<file path="config.mk">
export PLATFORM = sky130hd
export DESIGN_NAME = bdDecodeTop
export DESIGN_NICKNAME = d
export VERILOG_FILES = /design/src/source/bdPkg.sv /design/src/source/bdRouteDecoder.sv /design/src/source/bdDecodeStage.sv /design/src/source/bdOutputFifo.sv /design/src/source/bdLeafCounters.sv /design/src/source/bdDecodeTop.sv
export SDC_FILE = /design/constraint.sdc
export NUM_CORES = 1
export LEC_CHECK = 0
export BUFFER_PORTS_ARGS = -buffer_cell sky130_fd_sc_hd__buf_2
export CORE_UTILIZATION = 65
export DETAILED_ROUTE_END_ITERATION = 6
export GPL_ROUTABILITY_DRIVEN = 0
export GPL_TIMING_DRIVEN = 0
export HOLD_SLACK_MARGIN = 0.03
export PLACE_DENSITY_LB_ADDON = 0.12
export SLEW_MARGIN = 40
export SYNTH_ARGS = -nofsm -noshare
export SYNTH_HDL_FRONTEND = slang
export SYNTH_SLANG_ARGS = --single-unit
</file>
<file path="constraint.sdc">
create_clock -name clk -period 5.9 [get_ports clk]
set_input_delay 1.18 -clock clk [delete_from_list [all_inputs] [get_ports clk]]
set_output_delay 1.18 -clock clk [all_outputs]
set_load 0.05 [all_outputs]
</file>
<file path="src/source/bdPkg.sv">
package bdPkg;

  ////////////////////
  // word geometry

  // funnel output word as it leaves the chip
  localparam int NBdData = 34;
  // widest leaf payload, route bits stripped
  localparam int NPayload = 32;
  // leaves of the output funnel
  localparam int NLeaf = 13;
  localparam int NLeafCode = 4;

  ////////////////////
  // leaf codes

  // code order follows the route table below
  localparam logic [NLeafCode-1:0] LeafDumpAm = 4'd0;
  localparam logic [NLeafCode-1:0] LeafDumpMm = 4'd1;
  localparam logic [NLeafCode-1:0] LeafDumpPat = 4'd2;
  localparam logic [NLeafCode-1:0] LeafDumpPostFifo0 = 4'd3;
  localparam logic [NLeafCode-1:0] LeafDumpPostFifo1 = 4'd4;
  localparam logic [NLeafCode-1:0] LeafDumpPreFifo = 4'd5;
  localparam logic [NLeafCode-1:0] LeafDumpTat0 = 4'd6;
  localparam logic [NLeafCode-1:0] LeafDumpTat1 = 4'd7;
  localparam logic [NLeafCode-1:0] LeafNrni = 4'd8;
  localparam logic [NLeafCode-1:0] LeafOvflw0 = 4'd9;
  localparam logic [NLeafCode-1:0] LeafOvflw1 = 4'd10;
  localparam logic [NLeafCode-1:0] LeafRoAcc = 4'd11;
  localparam logic [NLeafCode-1:0] LeafRoTat = 4'd12;
  // no route matched, unreachable with a complete table
  localparam logic [NLeafCode-1:0] LeafInvalid = 4'd13;

  ////////////////////
  // route table

  // prefixes sit in the top bits of the word
  localparam logic [0:NLeaf-1][NBdData-1:0] RouteBits = '{
    {6'b101000, {(NBdData-6){1'b0}}},
    {6'b101001, {(NBdData-6){1'b0}}},
    {5'b10101, {(NBdData-5){1'b0}}},
    {6'b101110, {(NBdData-6){1'b0}}},
    {6'b101111, {(NBdData-6){1'b0}}},
    {6'b101101, {(NBdData-6){1'b0}}},
    {4'b1000, {(NBdData-4){1'b0}}},
    {4'b1001, {(NBdData-4){1'b0}}},
    {2'b11, {(NBdData-2){1'b0}}},
    {7'b1011000, {(NBdData-7){1'b0}}},
    {7'b1011001, {(NBdData-7){1'b0}}},
    {2'b01, {(NBdData-2){1'b0}}},
    {2'b00, {(NBdData-2){1'b0}}}
  };

  // prefix length per leaf, same order
  localparam logic [0:NLeaf-1][2:0] RouteLen = '{
    3'd6, 3'd6, 3'd5, 3'd6, 3'd6, 3'd6, 3'd4,
    3'd4, 3'd2, 3'd7, 3'd7, 3'd2, 3'd2
  };

  ////////////////////
  // buffering and stats

  // decoded words held ahead of the consumer
  localparam int OutFifoDepth = 4;
  // per-leaf word counter width, wraps
  localparam int NCount = 16;

endpackage

</file>
<file path="src/source/bdRouteDecoder.sv">
`timescale 1ns/10ps

module bdRouteDecoder (
  input  logic                         clk,
  input  logic [bdPkg::NBdData-1:0]    word,
  output logic [bdPkg::NLeafCode-1:0]  leaf,
  output logic [bdPkg::NPayload-1:0]   payload
);

  import bdPkg::*;

  // one mask per leaf, ones over its prefix
  logic [NLeaf-1:0][NBdData-1:0] routeMask;
  // raw match per leaf
  logic [NLeaf-1:0] match;
  // prefix bits of the winning leaf
  logic [NBdData-1:0] prefixMask;
  logic [NBdData-1:0] maskedWord;

  ////////////////////
  // parallel match

  for (genvar i = 0; i < NLeaf; i++) begin : gRoute
    // top RouteLen bits set
    assign routeMask[i] = ~({NBdData{1'b1}} >> RouteLen[i]);
    assign match[i] = ((word & routeMask[i]) == RouteBits[i]);
  end

  ////////////////////
  // priority encode

  // table order, first hit wins
  always_comb begin
    if (match[0])
      leaf = LeafDumpAm;
    else if (match[1])
      leaf = LeafDumpMm;
    else if (match[2])
      leaf = LeafDumpPat;
    else if (match[3])
      leaf = LeafDumpPostFifo0;
    else if (match[4])
      leaf = LeafDumpPostFifo1;
    else if (match[5])
      leaf = LeafDumpPreFifo;
    else if (match[6])
      leaf = LeafDumpTat0;
    else if (match[7])
      leaf = LeafDumpTat1;
    else if (match[8])
      leaf = LeafNrni;
    else if (match[9])
      leaf = LeafOvflw0;
    else if (match[10])
      leaf = LeafOvflw1;
    else if (match[11])
      leaf = LeafRoAcc;
    else if (match[12])
      leaf = LeafRoTat;
    else
      leaf = LeafInvalid;
  end

  ////////////////////
  // payload strip

  // invalid leaf keeps every bit
  assign prefixMask = (leaf < NLeaf) ? routeMask[leaf] : '0;
  assign maskedWord = word & ~prefixMask;
  // route sits above bit 31 or is cleared here
  assign payload = maskedWord[NPayload-1:0];

  // prefix-free table, every defined word lands on exactly one leaf
  assert property (@(posedge clk)
    !$isunknown(word) |-> $onehot0(match) && (leaf != LeafInvalid))
    else $error("route decode of %h is ambiguous or invalid", word);

endmodule

</file>
<file path="src/source/bdDecodeStage.sv">
`timescale 1ns/10ps

module bdDecodeStage (
  input  logic                         clk,
  input  logic                         reset,
  input  logic                         bdValid,
  input  logic [bdPkg::NBdData-1:0]    bdData,
  output logic                         bdReady,
  input  logic                         fifoFull,
  output logic                         stageValid,
  output logic [bdPkg::NLeafCode-1:0]  stageLeaf,
  output logic [bdPkg::NPayload-1:0]   stagePayload,
  output logic                         leafStrobe
);

  import bdPkg::*;

  // decoder result for the word on the input
  logic [NLeafCode-1:0] wordLeaf;
  logic [NPayload-1:0] wordPayload;
  // held word goes to the FIFO this cycle
  logic handOff;
  // new word captured this cycle
  logic load;

  ////////////////////
  // combinational decode

  // sits in front of the register, no extra cycle
  bdRouteDecoder i_bdRouteDecoder (
    .clk     (clk),
    .word    (bdData),
    .leaf    (wordLeaf),
    .payload (wordPayload)
  );

  ////////////////////
  // slice control

  assign handOff = stageValid && !fifoFull;
  // empty or emptying, so a full-rate stream has no bubbles
  assign bdReady = !stageValid || handOff;
  assign load = bdValid && bdReady;
  // one pulse per released word, also the FIFO push
  assign leafStrobe = handOff;

  always_ff @(posedge clk) begin
    if (reset) begin
      stageValid <= 1'b0;
    end else if (load) begin
      // refill wins over drain in the same cycle
      stageValid <= 1'b1;
    end else if (handOff) begin
      stageValid <= 1'b0;
    end
  end

  // payload register
  always_ff @(posedge clk) begin
    if (load) begin
      stageLeaf <= wordLeaf;
      stagePayload <= wordPayload;
    end
  end

  // a stalled entry must reach the FIFO unchanged
  assert property (@(posedge clk) disable iff (reset)
    stageValid && fifoFull |=>
      stageValid && $stable(stageLeaf) && $stable(stagePayload))
    else $error("stage entry changed while stalled");

endmodule

</file>
<file path="src/source/bdOutputFifo.sv">
`timescale 1ns/10ps

module bdOutputFifo #(
  parameter int depth = bdPkg::OutFifoDepth
) (
  input  logic                         clk,
  input  logic                         reset,
  input  logic                         push,
  input  logic [bdPkg::NLeafCode-1:0]  pushLeaf,
  input  logic [bdPkg::NPayload-1:0]   pushPayload,
  output logic                         full,
  output logic                         decValid,
  output logic [bdPkg::NLeafCode-1:0]  decLeaf,
  output logic [bdPkg::NPayload-1:0]   decPayload,
  input  logic                         decReady
);

  import bdPkg::*;

  // address bits, depth is a power of two
  localparam int NAddr = $clog2(depth);

  // storage, leaf and payload side by side
  logic [NLeafCode-1:0] leafMem [depth];
  logic [NPayload-1:0] payloadMem [depth];
  // extra top bit tells full from empty
  logic [NAddr:0] wrPtr;
  logic [NAddr:0] rdPtr;
  logic empty;
  logic pop;

  ////////////////////
  // flags

  assign empty = (wrPtr == rdPtr);
  // same slot, one lap apart
  assign full = (wrPtr[NAddr] != rdPtr[NAddr]) &&
                (wrPtr[NAddr-1:0] == rdPtr[NAddr-1:0]);
  assign decValid = !empty;
  assign pop = decValid && decReady;

  ////////////////////
  // pointers

  // push and pop are independent, both may fire together
  always_ff @(posedge clk) begin
    if (reset) begin
      wrPtr <= '0;
      rdPtr <= '0;
    end else begin
      if (push)
        wrPtr <= wrPtr + 1'b1;
      if (pop)
        rdPtr <= rdPtr + 1'b1;
    end
  end

  ////////////////////
  // storage

  always_ff @(posedge clk) begin
    if (push) begin
      leafMem[wrPtr[NAddr-1:0]] <= pushLeaf;
      payloadMem[wrPtr[NAddr-1:0]] <= pushPayload;
    end
  end

  // show-ahead, head entry always on the outputs
  assign decLeaf = leafMem[rdPtr[NAddr-1:0]];
  assign decPayload = payloadMem[rdPtr[NAddr-1:0]];

  // upstream stage has to respect full
  assert property (@(posedge clk) disable iff (reset) !(push && full))
    else $error("push into a full output FIFO");

  // consumer sees a defined valid once reset is gone
  assert property (@(posedge clk) !reset |-> !$isunknown(decValid))
    else $error("decValid unknown after reset");

endmodule

</file>
<file path="src/source/bdLeafCounters.sv">
`timescale 1ns/10ps

module bdLeafCounters (
  input  logic                         clk,
  input  logic                         reset,
  input  logic                         leafStrobe,
  input  logic [bdPkg::NLeafCode-1:0]  leaf,
  input  logic [bdPkg::NLeafCode-1:0]  statLeaf,
  output logic [bdPkg::NCount-1:0]     statCount
);

  import bdPkg::*;

  // one counter per funnel leaf
  logic [NCount-1:0] count [NLeaf];
  // per-leaf increment enable
  logic [NLeaf-1:0] hit;

  ////////////////////
  // counters

  for (genvar i = 0; i < NLeaf; i++) begin : gCount
    assign hit[i] = leafStrobe && (leaf == i);

    // free-running, wraps past all ones
    always_ff @(posedge clk) begin
      if (reset) begin
        count[i] <= '0;
      end else if (hit[i]) begin
        count[i] <= count[i] + 1'b1;
      end
    end
  end

  ////////////////////
  // status read

  // same-cycle read
  // codes past the last leaf read as zero
  assign statCount = (statLeaf < NLeaf) ? count[statLeaf] : '0;

endmodule

</file>
<file path="src/source/bdDecodeTop.sv">
`timescale 1ns/10ps

module bdDecodeTop (
  input  logic                         clk,
  input  logic                         reset,
  // funnel side
  input  logic                         bdValid,
  input  logic [bdPkg::NBdData-1:0]    bdData,
  output logic                         bdReady,
  // consumer side
  output logic                         decValid,
  output logic [bdPkg::NLeafCode-1:0]  decLeaf,
  output logic [bdPkg::NPayload-1:0]   decPayload,
  input  logic                         decReady,
  // per-leaf word counts
  input  logic [bdPkg::NLeafCode-1:0]  statLeaf,
  output logic [bdPkg::NCount-1:0]     statCount
);

  import bdPkg::*;

  ////////////////////
  // stage to FIFO

  logic [NLeafCode-1:0] stageLeaf;
  logic [NPayload-1:0] stagePayload;
  // release strobe, push and count in one
  logic leafStrobe;
  logic fifoFull;

  // stageValid stays inside, the strobe already carries it
  bdDecodeStage i_bdDecodeStage (
    .clk          (clk),
    .reset        (reset),
    .bdValid      (bdValid),
    .bdData       (bdData),
    .bdReady      (bdReady),
    .fifoFull     (fifoFull),
    .stageValid   (),
    .stageLeaf    (stageLeaf),
    .stagePayload (stagePayload),
    .leafStrobe   (leafStrobe)
  );

  bdOutputFifo #(
    .depth (OutFifoDepth)
  ) i_bdOutputFifo (
    .clk         (clk),
    .reset       (reset),
    .push        (leafStrobe),
    .pushLeaf    (stageLeaf),
    .pushPayload (stagePayload),
    .full        (fifoFull),
    .decValid    (decValid),
    .decLeaf     (decLeaf),
    .decPayload  (decPayload),
    .decReady    (decReady)
  );

  // counts on the push edge
  bdLeafCounters i_bdLeafCounters (
    .clk        (clk),
    .reset      (reset),
    .leafStrobe (leafStrobe),
    .leaf       (stageLeaf),
    .statLeaf   (statLeaf),
    .statCount  (statCount)
  );

endmodule

</file>
==> summary.txt <==
Synth
  • Asr flop ratio synth: 0%
  • Yosys reg bits: between 300 and 400
  • EDFF count, synth: 388
  • Synth warnings: 0
  • Cell Area, Synth: 19580 um^2
  • Main synth FF type: edfxtp_1
  • Avg Cell Area, Syn: 13.18 um^2
  • Synth unique cells: 55
  • Synth Net Count: 1547
  • Seq/Total Area, Yosys: 60.43%
  • Syn Inst Count: 1485

Timing
  • Worst slew pin tran: roughly 700 ps
  • Setup TNS Final: 0 ps
  • Slew HR: 52.45%
  • Min Hold Slack: between 400 and 500 ps
  • Clock skew: 15.74 ps
  • Fin crit period: around 4400 ps
  • Achievable Freq: 228.6 MHz
  • Setup-failing EPs final: 0
  • RSZ-0062 raised after global routing: no
  • Slew Limit Fails: 0
  • Final worst path period share: between 70% and 80%
  • Hold Vio Cnt, Final: 0

Clocking
  • Htree depth: 2
  • CTS tree: built
  • TritonCTS Buffers: 40
  • CTS Buffer Depth: 3
  • Cts hold-fix bufs: 0
  • Clk_lat worst skew: between 500 and 600 ps
  • Clock Sinks: 397
  • Post-CTS setup buffers: 0
  • CTS-repair resized insts: 0
  • Reg clk slew, reported paths: ~70 ps
  • Root Buffer: clkbuf_16

Final layout
  • Syn-to-layout area delta: 12.33%
  • Final Util: about three quarters
  • Fillers: just under 2000
  • Diode count: 0
  • Layout cells sized above 1: about 18%
  • Nets@finish: ~1700

Critical path
  • Critical Path RT: ~4700 ps
  • CP max FO: 10
  • Crit-path max cell delay: roughly 350 ps
  • Family with the most delay on the worst path: buffers and inverters
  • Most frequent CP cell: buf_2
  • Crit-path cells: buf_2 > buf_2 > buf_2 > buf_2 > mux4_2 > a22oi_1 > nand2_1 > buf_2
  • Setup CP Type: in2out
  • Crit. End Element: primary output
  • Critical Path Slowest Stage Cell: buf_2
  • Buf/Inv on CP: 5
  • CP startpoint kind: input port
  • Critical path arrival: 3190 ps

Outcome
  • Outcome: finished, final reports clean

Die
  • Initial Util: between 60% and 70%
  • Core area: 29640 um^2
  • Cell Rows: 63
  • Area of the die: about 30000 um^2
  • # IOs: 96
  • Die X: 175.6 um
  • Die height: approximately 180 um

GRT
  • Total Routing Usage GR: a little under a third
  • Initial antenna violation count: 0
  • Total grt overflow: 0
  • First-pass GRT wire length: 71200 um
  • Largest net degree at the start of global routing: 37
  • Vias in the first global route: 12760

Flow run
  • Total of max-cap violations: 0

Routing
  • Via Count: 13200
  • Total wire length: 45920 um
  • Starting DRT DRC Count: 1580
  • DRC Markers: 0
  • Per-cell routed wire length: 22.46 um
  • Antenna viol nets, final: 0
  • Routed vias/inst: around 6.5
  • Pre-antenna DRT Iters: 5

Worst hold path
  • Min-Delay Path Class: reg2reg

Power and ir drop
  • Peak VDD IR: roughly 0.27 mV
  • Power Density: roughly 310 nW/um^2
  • Static leakage: 0.007274 uW

Placed design
  • DP HPWL: 31760 um
  • I/O Buffers: between 90 and 100
final timing paths:
check | to | slack (ps) | from | cells after the start
min | i_bdOutputFifo.payloadMem[1][11]$_DFFE_PP_ | 500 | i_bdDecodeStage.stagePayload[11]$_DFFE_PP_ | 0
max reg2reg | i_bdLeafCounters.count[9][8]$_SDFFCE_PN0P_ | 3180 | i_bdDecodeStage.stageLeaf[3]$_DFFE_PP_ | 5
min reg2reg | i_bdOutputFifo.payloadMem[1][11]$_DFFE_PP_ | 500 | i_bdDecodeStage.stagePayload[11]$_DFFE_PP_ | 0
max | statCount[11] | 1530 | statLeaf[1] | 8
cell usage after synthesis (4+ instances only):
| cell | count | area (um^2) |
|---|---|---|
| ha_1 | 20 | 250.2 |
| a22o_1 | 11 | 96.34 |
| nor2b_1 | 8 | 50.05 |
| and2_1 | 11 | 68.82 |
| a21oi_1 | 13 | 65.06 |
| o22ai_1 | 5 | 31.28 |
| and4_1 | 8 | 70.07 |
| mux4_2 | 68 | 1531 |
| mux2i_1 | 7 | 70.07 |
| dfxtp_1 | 9 | 180.2 |
| nand4_1 | 55 | 344.1 |
| buf_2 | 20 | 100.1 |
| nand2_1 | 73 | 274.0 |
| a2bb2oi_1 | 8 | 70.07 |
| a211o_1 | 12 | 105.1 |
| nor4_1 | 43 | 269.0 |
| and3_1 | 24 | 150.1 |
| nand3_1 | 76 | 380.4 |
| nor3_1 | 37 | 185.2 |
| nand2b_1 | 4 | 25.02 |
| nor2_1 | 240 | 900.9 |
| a22oi_1 | 22 | 165.2 |
| nor3b_1 | 4 | 30.03 |
| clkbuf_1 | 21 | 78.83 |
| o31ai_1 | 5 | 37.54 |
| xnor2_1 | 125 | 1095 |
| xor2_1 | 62 | 543.0 |
| a21o_1 | 12 | 90.09 |
| mux2_2 | 16 | 180.2 |
| inv_1 | 32 | 120.1 |
| edfxtp_1 | 388 | 11650 |
| buf_4 | 10 | 75.07 |
placed cells by master, fill, tap and decap left out, drive strengths merged, types with 4 or more instances in the layout:
master,count
nand2b,4
mux2,16
nand3,76
nor3,37
a22o,11
dfxtp,9
a22oi,22
a2bb2oi,8
and3,24
and4,10
inv,34
clkinv,15
o22ai,5
a211o,12
nor4,43
xnor2,125
a21oi,13
a21o,12
mux2i,7
and2,11
nor2b,8
nand2,74
nand4,55
mux4,68
edfxtp,388
xor2,62
buf,129
ha,20
bufinv,6
clkbuf,72
nor3b,4
nor2,240
o31ai,5
flip-flops by register name, indices dropped and copies added, names as in the netlist, named ones only:
name / count
i_bdOutputFifo.wrPtr: 3
i_bdOutputFifo.rdPtr: 3
i_bdDecodeStage.stageLeaf: 4
i_bdOutputFifo.payloadMem: 128
i_bdDecodeStage.stagePayload: 32
i_bdOutputFifo.leafMem: 16
i_bdDecodeStage.stageValid: 1
i_bdLeafCounters.count: 208
worst register-to-register path: stages, from the launching register on:
cell and delay, ps:
edfxtp_1 680, nor2b_1 590, and2b_1 510, nand3_1 370
buf_2 310, nor2_1 120
report_power, final:
part	switching (uW)	internal (uW)
clock	1080	1550
combinational	514	266
sequential	125	3210
total	1720	5020
layer usage:
layer	global-route usage, %	wire (um)	share of wire [%]	vias to the layer above
met5	0	0	0	-
met4	11.16	1663	3.6	0
met3	5.000	4162	9.1	111
met2	48.12	21630	47	690
met1	43.10	18470	40	6494
li1	-	-	-	5906
stage by stage:
step / cells / setup WS, ps / instance area [um^2] / power [uW]
after floorplan: 1485 / 1869 / 19580 / 3929
after global placement: 1968 / 1654 / 20530 / 4132
after detailed placement: 1971 / 1639 / 20630 / 4154
after CTS: 2045 / 1574 / 21990 / 6760
after global routing: 2045 / 1380 / 21990 / 6918
final: 2045 / 1526 / 21990 / 6746
kinds of logic (layout without fill, tap and decap cells):
kind of cell    after synthesis  count (layout)  synth area share [%]
compound gates              102             102                 4.007
xor+xnor                    187             187                 8.366
fa+ha+maj                    20              20                 1.278
buf+inv                      88             258                 2.096
flops                       397             397                 60.43
mux                          91              91                 9.101
simple gates                600             600                 14.72
area by class of cell:
class | count | area, um^2 | share of cell area, %
plain buffers | 56 | 290.3 | 1.320
repair buffers | 96 | 540.5 | 2.458
well taps | 390 | 488.0 | 2.219
inverters | 32 | 122.6 | 0.5576
clock inverters | 25 | 305.3 | 1.388
flip-flops and latches | 397 | 11830 | 53.80
multi-input cells | 1000 | 7358 | 33.46
clock buffers | 49 | 1055 | 4.796
(Power assumes the default switching activity.)
